File: config.mk
export PLATFORM = sky130hd
export DESIGN_NAME = soc_top
export DESIGN_NICKNAME = d
export VERILOG_FILES = /design/src/verilog/soc_pkg.sv /design/src/verilog/periph_bus_if.sv /design/src/verilog/reset_seq.sv /design/src/verilog/bus_decoder.sv /design/src/verilog/dev_table.sv /design/src/verilog/gpio_port.sv /design/src/verilog/soc_top.sv
export VERILOG_INCLUDE_DIRS = /design/src /design/src/verilog
export SDC_FILE = /design/constraint.sdc
export NUM_CORES = 1
export LEC_CHECK = 0
export ABC_AREA = 0
export BUFFER_PORTS_ARGS = -buffer_cell sky130_fd_sc_hd__clkbuf_2
export CORE_UTILIZATION = 53
export CTS_CLUSTER_DIAMETER = 200
export DETAILED_ROUTE_END_ITERATION = 8
export GPL_ROUTABILITY_DRIVEN = 0
export GPL_TIMING_DRIVEN = 0
export PLACE_DENSITY_LB_ADDON = 0.25
export SLEW_MARGIN = 30
export SYNTH_ARGS = -nofsm -noshare
export SYNTH_HDL_FRONTEND = slang
export SYNTH_SLANG_ARGS = --single-unit
File: constraint.sdc
create_clock -name clk_2x_w -period 4.2 [get_ports clk_2x_w]
set_clock_uncertainty 0.15 [all_clocks]
set_input_delay 1.05 -clock clk_2x_w [delete_from_list [all_inputs] [get_ports clk_2x_w]]
set_output_delay 1.05 -clock clk_2x_w [all_outputs]
set_load 0.01 [all_outputs]
File: src/verilog/soc_macros.svh
/*
 * SoC peripheral subsystem constants
 * Bus widths, slot map geometry, GPIO counts and device ids
 */
`ifndef SOC_MACROS_SVH
`define SOC_MACROS_SVH

`define SOC_ARCH_W       32
`define SOC_WADDR_W      30
`define SOC_SLOT_W       2
`define SOC_SLOT_OFS_W   10
`define SOC_SLOT_MAPSZ   4096
`define SOC_GP0_COUNT    16
`define SOC_GP1_COUNT    5
`define SOC_RST_CNT_W    4
`define SOC_ID           2
`define SOC_DEVID_DEVTBL 7
`define SOC_DEVID_GPIO   6
`define SOC_DEVID_NONE   0

`endif

File: src/verilog/soc_pkg.sv
/*
 * SoC peripheral bus types
 * Data and address words, bus operations, slot numbering, device table entries
 */
`include "soc_macros.svh"

package soc_pkg;

	typedef logic [`SOC_ARCH_W-1:0]     word_t;
	typedef logic [`SOC_WADDR_W-1:0]    waddr_t;
	typedef logic [`SOC_ARCH_W/8-1:0]   sel_t;

	// Encoding follows the peripheral bus op field
	typedef enum logic [1:0] {
		BUS_NONE  = 2'd0,
		BUS_WRITE = 2'd1,
		BUS_READ  = 2'd2
	} bus_op_t;

	typedef enum logic [`SOC_SLOT_W-1:0] {
		SLOT_DEVTBL  = 2'd0,
		SLOT_GPIO0   = 2'd1,
		SLOT_GPIO1   = 2'd2,
		SLOT_INVALID = 2'd3
	} slot_t;

	typedef struct packed {
		logic [4:0] id;
		word_t      mapsz;
		logic       use_irq;
	} dev_entry_t;

endpackage

File: src/verilog/periph_bus_if.sv
/*
 * One peripheral bus slot
 * Request from the decoder and combinational read data from the device
 */
`timescale 1ns/1ps
`include "soc_macros.svh"

interface periph_bus_if import soc_pkg::*; ();

	bus_op_t                   op;
	logic [`SOC_SLOT_OFS_W-1:0] off;
	word_t                     wdata;
	sel_t                      sel;
	word_t                     rdata;

	modport master (output op, output off, output wdata, output sel, input rdata);
	modport slave  (input op, input off, input wdata, input sel, output rdata);

endinterface

File: src/verilog/reset_seq.sv
/*
 * Bus reset sequencer
 * Stretches the board reset, restarts it on software cold or warm reset
 * and latches a software power-off until the next board reset
 */
`timescale 1ns/1ps
`include "soc_macros.svh"

module reset_seq (
	input  logic       clk_2x_w,
	input  logic       rst_p,
	input  logic [1:0] sw_rst_req_i,
	output logic       bus_rst_o,
	output logic       bus_rdy_o,
	output logic       powered_off_o
);

	logic [`SOC_RST_CNT_W-1:0] rst_cnt;
	logic                      pwr_off_q;
	logic                      cold_rst;
	logic                      warm_rst;
	logic                      pwr_off;

	assign cold_rst = sw_rst_req_i[1] & sw_rst_req_i[0];
	assign warm_rst = sw_rst_req_i[1] & ~sw_rst_req_i[0];
	assign pwr_off  = ~sw_rst_req_i[1] & sw_rst_req_i[0];

	// No global reset primitive here, so cold behaves like warm
	always_ff @(posedge clk_2x_w) begin
		if (rst_p) begin
			rst_cnt <= '1;
		end else if (cold_rst || warm_rst) begin
			rst_cnt <= '1;
		end else if (rst_cnt != '0) begin
			rst_cnt <= rst_cnt - 1'b1;
		end
	end

	always_ff @(posedge clk_2x_w) begin
		if (rst_p) begin
			pwr_off_q <= 1'b0;
		end else if (pwr_off) begin
			pwr_off_q <= 1'b1;
		end
	end

	assign bus_rst_o     = (rst_cnt != '0) | pwr_off_q;
	assign bus_rdy_o     = ~bus_rst_o;
	assign powered_off_o = pwr_off_q;

endmodule

File: src/verilog/bus_decoder.sv
/*
 * Peripheral bus decoder
 * Routes each request to one slot and registers the read data,
 * unmapped addresses read zero and drop writes
 */
`timescale 1ns/1ps
`include "soc_macros.svh"

module bus_decoder import soc_pkg::*; (
	input  logic    clk_2x_w,
	input  logic    rst_p,
	input  logic    bus_rst_i,
	input  bus_op_t bus_op_i,
	input  waddr_t  bus_addr_i,
	input  word_t   bus_wdata_i,
	input  sel_t    bus_sel_i,
	output word_t   bus_rdata_o,
	periph_bus_if.master devtbl_bus,
	periph_bus_if.master gpio0_bus,
	periph_bus_if.master gpio1_bus
);

	localparam int SLOT_LSB = `SOC_SLOT_OFS_W;
	localparam int UPPER_LSB = `SOC_SLOT_OFS_W + `SOC_SLOT_W;

	logic                       upper_zero;
	slot_t                      slot;
	bus_op_t                    req_op;
	logic [`SOC_SLOT_OFS_W-1:0] req_off;
	word_t                      rd_mux;
	word_t                      rdata_q;

	// Anything above the slot bits falls into the invalid device
	assign upper_zero = (bus_addr_i[`SOC_WADDR_W-1:UPPER_LSB] == '0);
	assign slot       = upper_zero ? slot_t'(bus_addr_i[SLOT_LSB +: `SOC_SLOT_W]) : SLOT_INVALID;
	assign req_op     = bus_rst_i ? BUS_NONE : bus_op_i;
	assign req_off    = bus_addr_i[`SOC_SLOT_OFS_W-1:0];

	assign devtbl_bus.op    = (slot == SLOT_DEVTBL) ? req_op : BUS_NONE;
	assign devtbl_bus.off   = req_off;
	assign devtbl_bus.wdata = bus_wdata_i;
	assign devtbl_bus.sel   = bus_sel_i;

	assign gpio0_bus.op    = (slot == SLOT_GPIO0) ? req_op : BUS_NONE;
	assign gpio0_bus.off   = req_off;
	assign gpio0_bus.wdata = bus_wdata_i;
	assign gpio0_bus.sel   = bus_sel_i;

	assign gpio1_bus.op    = (slot == SLOT_GPIO1) ? req_op : BUS_NONE;
	assign gpio1_bus.off   = req_off;
	assign gpio1_bus.wdata = bus_wdata_i;
	assign gpio1_bus.sel   = bus_sel_i;

	always_comb begin
		case (slot)
			SLOT_DEVTBL: rd_mux = devtbl_bus.rdata;
			SLOT_GPIO0:  rd_mux = gpio0_bus.rdata;
			SLOT_GPIO1:  rd_mux = gpio1_bus.rdata;
			default:     rd_mux = '0;
		endcase
	end

	// Holds the last read until another one completes
	always_ff @(posedge clk_2x_w) begin
		if (rst_p) begin
			rdata_q <= '0;
		end else if (req_op == BUS_READ) begin
			rdata_q <= rd_mux;
		end
	end

	assign bus_rdata_o = rdata_q;

endmodule

File: src/verilog/dev_table.sv
/*
 * Device table
 * Read-only description of every bus slot and the software reset register
 */
`timescale 1ns/1ps
`include "soc_macros.svh"

module dev_table import soc_pkg::*; (
	input  logic       clk_2x_w,
	input  logic       bus_rst_i,
	periph_bus_if.slave bus,
	output logic [1:0] sw_rst_req_o
);

	// Two words per slot after the id word and a spare word
	localparam int TBL_END = 2 + 2 * (1 << `SOC_SLOT_W);

	logic [`SOC_SLOT_OFS_W-1:0] tbl_ofs;
	dev_entry_t                 entry;
	logic [1:0]                 rst_req_q;

	function automatic dev_entry_t slot_entry(input slot_t s);
		dev_entry_t e;
		e.mapsz = word_t'(`SOC_SLOT_MAPSZ);
		case (s)
			SLOT_DEVTBL: begin
				e.id      = 5'(`SOC_DEVID_DEVTBL);
				e.use_irq = 1'b0;
			end
			SLOT_GPIO0, SLOT_GPIO1: begin
				e.id      = 5'(`SOC_DEVID_GPIO);
				e.use_irq = 1'b1;
			end
			default: begin
				e.id      = 5'(`SOC_DEVID_NONE);
				e.use_irq = 1'b0;
			end
		endcase
		return e;
	endfunction

	assign tbl_ofs = bus.off - `SOC_SLOT_OFS_W'(2);
	assign entry   = slot_entry(slot_t'(tbl_ofs[`SOC_SLOT_W:1]));

	always_comb begin
		bus.rdata = '0;
		if (bus.off == '0) begin
			bus.rdata = word_t'(`SOC_ID);
		end else if (bus.off >= 2 && bus.off < TBL_END) begin
			if (tbl_ofs[0])
				bus.rdata = entry.mapsz;
			else
				bus.rdata = {entry.use_irq, {(`SOC_ARCH_W-6){1'b0}}, entry.id};
		end
	end

	// Request bits drop once the bus enters reset
	always_ff @(posedge clk_2x_w) begin
		if (bus_rst_i) begin
			rst_req_q <= 2'b00;
		end else if (bus.op == BUS_WRITE && bus.off == '0 && bus.sel[0]) begin
			rst_req_q <= bus.wdata[1:0];
		end
	end

	assign sw_rst_req_o = rst_req_q;

endmodule

File: src/verilog/gpio_port.sv
/*
 * GPIO port
 * Samples inputs, drives a byte-writable output register
 * and flags an interrupt when the sampled inputs change
 */
`timescale 1ns/1ps

module gpio_port import soc_pkg::*; #(
	parameter int IOCOUNT = 8
) (
	input  logic               clk_2x_w,
	input  logic               bus_rst_i,
	periph_bus_if.slave        bus,
	input  logic [IOCOUNT-1:0] io_i,
	output logic [IOCOUNT-1:0] io_o,
	output logic               irq_o
);

	logic [IOCOUNT-1:0] in_q;
	logic [IOCOUNT-1:0] in_prev;
	logic [IOCOUNT-1:0] out_q;
	logic               pending;
	logic               changed;
	word_t              wmask;

	always_ff @(posedge clk_2x_w) begin
		in_q    <= io_i;
		in_prev <= in_q;
	end

	assign changed = (in_q != in_prev);
	assign wmask   = {{8{bus.sel[3]}}, {8{bus.sel[2]}}, {8{bus.sel[1]}}, {8{bus.sel[0]}}};

	always_ff @(posedge clk_2x_w) begin
		if (bus_rst_i) begin
			out_q <= '0;
		end else if (bus.op == BUS_WRITE && bus.off == 1) begin
			out_q <= (out_q & ~wmask[IOCOUNT-1:0]) | (bus.wdata[IOCOUNT-1:0] & wmask[IOCOUNT-1:0]);
		end
	end

	// A change in the same cycle as the clear keeps the flag set
	always_ff @(posedge clk_2x_w) begin
		if (bus_rst_i) begin
			pending <= 1'b0;
		end else if (bus.op == BUS_WRITE && bus.off == 2) begin
			pending <= changed;
		end else if (changed) begin
			pending <= 1'b1;
		end
	end

	always_comb begin
		case (bus.off)
			0:       bus.rdata = word_t'(in_q);
			1:       bus.rdata = word_t'(out_q);
			2:       bus.rdata = word_t'(pending);
			default: bus.rdata = '0;
		endcase
	end

	assign io_o  = out_q;
	assign irq_o = pending;

endmodule

File: src/verilog/soc_top.sv
/*
 * SoC peripheral subsystem top
 * Reset sequencer, bus decoder, device table and two GPIO ports
 */
`timescale 1ns/1ps
`include "soc_macros.svh"

module soc_top import soc_pkg::*; (
	input  logic                      clk_2x_w,
	input  logic                      rst_p,
	input  bus_op_t                   bus_op_i,
	input  waddr_t                    bus_addr_i,
	input  word_t                     bus_wdata_i,
	input  sel_t                      bus_sel_i,
	output word_t                     bus_rdata_o,
	output logic                      bus_rdy_o,
	input  logic [`SOC_GP0_COUNT-1:0] gp0_i,
	output logic [`SOC_GP0_COUNT-1:0] gp0_o,
	input  logic [`SOC_GP1_COUNT-1:0] gp1_i,
	output logic [1:0]                irq_o,
	output logic                      powered_off_o
);

	logic       bus_rst_w;
	logic [1:0] sw_rst_req_w;

	periph_bus_if devtbl_bus ();
	periph_bus_if gpio0_bus ();
	periph_bus_if gpio1_bus ();

	reset_seq rst_seq (
		.clk_2x_w      (clk_2x_w),
		.rst_p         (rst_p),
		.sw_rst_req_i  (sw_rst_req_w),
		.bus_rst_o     (bus_rst_w),
		.bus_rdy_o     (bus_rdy_o),
		.powered_off_o (powered_off_o)
	);

	bus_decoder decoder (
		.clk_2x_w    (clk_2x_w),
		.rst_p       (rst_p),
		.bus_rst_i   (bus_rst_w),
		.bus_op_i    (bus_op_i),
		.bus_addr_i  (bus_addr_i),
		.bus_wdata_i (bus_wdata_i),
		.bus_sel_i   (bus_sel_i),
		.bus_rdata_o (bus_rdata_o),
		.devtbl_bus  (devtbl_bus.master),
		.gpio0_bus   (gpio0_bus.master),
		.gpio1_bus   (gpio1_bus.master)
	);

	dev_table devtbl (
		.clk_2x_w     (clk_2x_w),
		.bus_rst_i    (bus_rst_w),
		.bus          (devtbl_bus.slave),
		.sw_rst_req_o (sw_rst_req_w)
	);

	gpio_port #(.IOCOUNT(`SOC_GP0_COUNT)) gpio_switches_leds (
		.clk_2x_w  (clk_2x_w),
		.bus_rst_i (bus_rst_w),
		.bus       (gpio0_bus.slave),
		.io_i      (gp0_i),
		.io_o      (gp0_o),
		.irq_o     (irq_o[0])
	);

	// Buttons have no outputs on the board
	gpio_port #(.IOCOUNT(`SOC_GP1_COUNT)) gpio_buttons (
		.clk_2x_w  (clk_2x_w),
		.bus_rst_i (bus_rst_w),
		.bus       (gpio1_bus.slave),
		.io_i      (gp1_i),
		.io_o      (),
		.irq_o     (irq_o[1])
	);

endmodule

## Word level (Yosys, flattened, before mapping)

Cells that the tools add are included.

| storage, ports and cells | value |
|---|---|
| input bits | 91 |
| flip-flop bits (word level) | 104 |
| output and inout bits | 52 |
| word-level logic and storage cells | 77 |

| cells by class | value |
|---|---|
| add/sub/neg operators | 2 |
| mux-type cells | 17 |
| bitwise gates (word level) | 15 |
| order comparisons | 2 |
| equality and inequality tests | 12 |
| reductions and logical operators | 17 |

Operators with widths:

| operator | number |
|---|---|
| 32-bit two-way mux | 3 |
| 32-bit one-hot mux with 3 select lines | 1 |
| 16-bit one-hot mux with 3 select lines | 1 |
| 16-bit bitwise AND | 2 |
| 18-bit logical NOT | 1 |
| 16-bit inequality test | 1 |
| 16-bit inverter | 1 |
| 16-bit bitwise OR | 1 |
| 5-bit one-hot mux with 3 select lines | 1 |
| 5-bit bitwise AND | 2 |
| 10-bit by 1-bit equality test with 1-bit output, second input constant | 1 |
| 10-bit by 2-bit equality test with 1-bit output, second input constant | 1 |
| 2-bit by 1-bit equality test with 1-bit output, second input constant | 5 |
| 10-bit by 2-bit greater-or-equal comparator with 1-bit output, second input constant | 1 |
| 10-bit logical NOT | 1 |
| 10-bit by 4-bit < comparator with 1-bit output, second input constant | 1 |
| 2-bit two-way mux | 5 |
| 1-bit logical AND | 7 |
| 2-bit equality test, second input constant | 3 |
| 3-bit one-hot mux with 2 select lines | 1 |
| 1-bit two-way mux | 5 |
| 5-bit inequality test | 1 |
| 5-bit inverter | 1 |
| 5-bit bitwise OR | 1 |
| other kinds (10) | 17 |

## Logic depth before layout (Yosys ltp)

| logic depth | value |
|---|---|
| word-level depth | 8 |
| mapped depth | 8 |
| mapped depth without buffers | 7 |

## By module

Synthesis repeated with hierarchy kept, for this count alone.

| second synthesis, totals | value |
|---|---|
| cell total of the unflattened synthesis | 666 |
| area, all modules | 6272.3 um^2 |

Modules (own cells, without submodules):

| module | area each (um^2) | seq. area each (um^2) | cells an instance | instances |
|---|---|---|---|---|
| bus_decoder | 2860.2 | 640.6 | 340 | 1 |
| gpio_port (gpio_switches_leds) | 1823.0 | 980.9 | 154 | 1 |
| gpio_port (gpio_buttons) | 845.8 | 320.3 | 84 | 1 |
| dev_table | 469.2 | 40.0 | 58 | 1 |
| reset_seq | 274.0 | 100.1 | 30 | 1 |

## Worst setup path before layout

Ideal clock, no wire load.

| timing | value |
|---|---|
| path kind | register to output |
| start point | register rst_seq.rst_cnt[0] |
| end point | output port bus_rdy_o |
| data arrival time | 1.437 ns |
| path buffers | 2 |
| required time | 3.000 ns |
| path slack | 1.563 ns |
| cell stages (with the launch flop) | 7 |
| cell sequence | dfxtp_1 inv_1 ha_1 or4b_1 buf_6 inv_2 buf_2 |

| on the way | value |
|---|---|
| cells in the longest elaborated chain, start to end | 3 |

RTL lines:

| what | line | RTL |
|---|---|---|
| start, declared | reset_seq.sv:18 | `` logic [`SOC_RST_CNT_W-1:0] rst_cnt; `` |
| start signal, assigned | reset_seq.sv:35 | `rst_cnt <= rst_cnt - 1'b1;` |
| 4-bit nonzero test | reset_seq.sv:47 | `assign bus_rst_o = (rst_cnt != '0) \| pwr_off_q;` |
| 1-bit bitwise OR | reset_seq.sv:47 |  |
| 1-bit inverter | reset_seq.sv:48 | `assign bus_rdy_o = ~bus_rst_o;` |
| end, declared | soc_top.sv:16 | `output logic bus_rdy_o,` |

No other way between the ends.

## Worst setup path after layout

Ends and elaborated chain as after synthesis.

==> run metrics <==
initial antenna violation count=0; Synth async-reset ratio=0%; synth unique cells=53; Die H=87.0 µm; critical path fanouts, max=10; vias per cell=5.29; Syn-to-layout area delta=23.4%; endpoints failing setup=0; Max transition margin=62.0%; worst hold slack=0.231 ns; All-Layer GR Usage=25.4%; top cells by count, synth=89 x dfxtp_1, 56 x nand2_1, 28 x mux2i_1, 22 x xnor2_1, 20 x nand4_1; cell taking the most area after synthesis=dfxtp_1; core area=6910 µm²; die area=7570 µm²; Worst-path clk slew=0.08 ns; Hold Violations, Final=0; fill count=586; die width=87.0 µm; critical path arrival=2.17 ns; pwr dens=330 nW/µm²; Fmax=297 MHz; max_cap viols=0; CTS tree=done; largest cells by area after synthesis=dfxtp_1 47%, mux2i_1 7.3%, nand2_1 5.5%; DRT iter0 DRCs=136; status=finished, final reports clean; period utilization=80.2%; DRC violations left=0; crit start category=flip-flop; RSZ-0062 raised after global routing=false; DRT antenna net count=0; multi-input logic area=1860 µm²; clock insertion delay at the later pin of the skew report=0.36 ns; synthesized flop and latch total=89; worst min path class=flip-flop to flip-flop; Final Max Slew Viols=0; EDFF count, synth=0; R2R setup slack=1.83 ns; Ys Warns=0; number of CTS-inserted buffers=9; first-pass GRT wire length=14.4 mm; WL final=9.39 mm; worst setup path class=flip-flop to primary output; post-CTS sizing=0; syn avg cell area=9.93 µm²; clk buf depth=2; initial cell density of the core=55.5%; total number of vias=3284; Worst EP required=3.00 ns; peak supply drop=0.245 mV; Seq/Total Area, Yosys=46.5%; Ant. Diodes=0; Hold Buf Count CTS=0; Gate Count Post-Synth=386; setup bufs post-CTS=0; crit end category=primary output; measured slew at the worst slew-check pin=0.566 ns; post-route setup TNS=0 ns; H-tree levels=3; most common cell in the netlist=dfxtp_1; min Tclk post-route=3.37 ns; WL/cell=15.1 µm; post-synth top area share=46.5%; gr ovfl total=0; share of layout cells above drive strength 1=33.9%; Core Rows=30; Syn Std Cell Area=3830 µm²; largest net degree at the start of global routing=16; nets@finish=615; register area=1780 µm²; Synth Flop Type=dfxtp_1; Top Ports=143; root buffer cell=clkbuf_8; Post-DP HPWL=7.13 mm; PortBufs=109; Clock Sinks=89; Pleak=2.17 nW; first drt pass iteration count=5; vias in the first global route=3130
-- worst paths after layout --
| check | start | end | depth (start not counted) |
|---|---|---|---|
| max | rst_seq.rst_cnt[0] | bus_rdy_o | 7 |
| min reg2reg | gpio_switches_leds.in_q[14] | gpio_switches_leds.in_prev[14] | 0 |
| min | gpio_switches_leds.in_q[14] | gpio_switches_leds.in_prev[14] | 0 |
| max reg2reg | rst_seq.rst_cnt[0] | flip-flop | 8 |
-- layout make-up --
class                   instances  share of cell area, %
plain buffers                  34                   4.47
clock inverters                 5                  0.820
well taps                      96                   2.54
flip-flops and latches         89                   37.7
repair buffers                109                   11.5
inverters                       8                  0.635
clock buffers                  11                   2.99
multi-input cells             269                   39.3
-- power breakdown --
group	total (mW)	switching (mW)	internal, mW
Sequential	0.884	0.0167	0.867
Clock	0.538	0.303	0.235
Combinational	0.137	0.0663	0.0709
-- stage by stage --
stage               setup WS [ns]  util [%]  power [mW]  cell area, µm²  cells
global route                0.753      68.5        1.62            4730    621
CTS                         0.828      68.5        1.56            4730    621
finish                      0.830      68.5        1.56            4730    621
global placement             1.26      65.9        1.03            4550    605
floorplan                    1.56         -       0.981            3880    400
detailed placement           1.22      65.9        1.04            4550    605
-- per-layer routing --
metal / track usage (%) / share of wire [%]
met1: 31.2 / 43
met2: 43.0 / 48
met3: 5.69 / 7.2
met4: 10.8 / 2.3
met5: 0 / 0
-- layout by cell type (no fill, tap or decap), types with 8 or more instances in the layout --
| master | n |
|---|---|
| buf_4 | 17 |
| mux2_2 | 12 |
| buf_2 | 10 |
| mux2i_1 | 28 |
| clkbuf_2 | 109 |
| conb_1 | 15 |
| nand2_1 | 56 |
| clkbuf_8 | 10 |
| nor3b_1 | 8 |
| nand4_1 | 20 |
| a21oi_1 | 16 |
| xnor2_1 | 22 |
| nor4_1 | 8 |
| dfxtp_1 | 89 |
-- logic make-up (layout without fill, tap and decap cells) --
logic type | Yosys count | in the layout | synth area share (%)
XOR/XNOR | 24 | 24 | 5.49
adder cells (fa/ha/maj) | 4 | 4 | 1.31
buffers and inverters | 42 | 167 | 6.30
AO/OA/AOI/OAI | 39 | 39 | 7.12
other | 1 | 15 | 0.0979
AND/OR/NAND/NOR | 147 | 147 | 22.3
flip-flops | 89 | 89 | 46.5
multiplexers | 40 | 40 | 10.8
-- worst max-delay path, stage by stage (launching register included) --
cell and delay (ns):
dfxtp_1 0.32, inv_1 0.11, ha_1 0.19, or4b_1 0.47, buf_6 0.18, inv_2 0.11
buf_2 0.27, clkbuf_2 0.18
No activity file was read; power rests on OpenSTA's default activity.
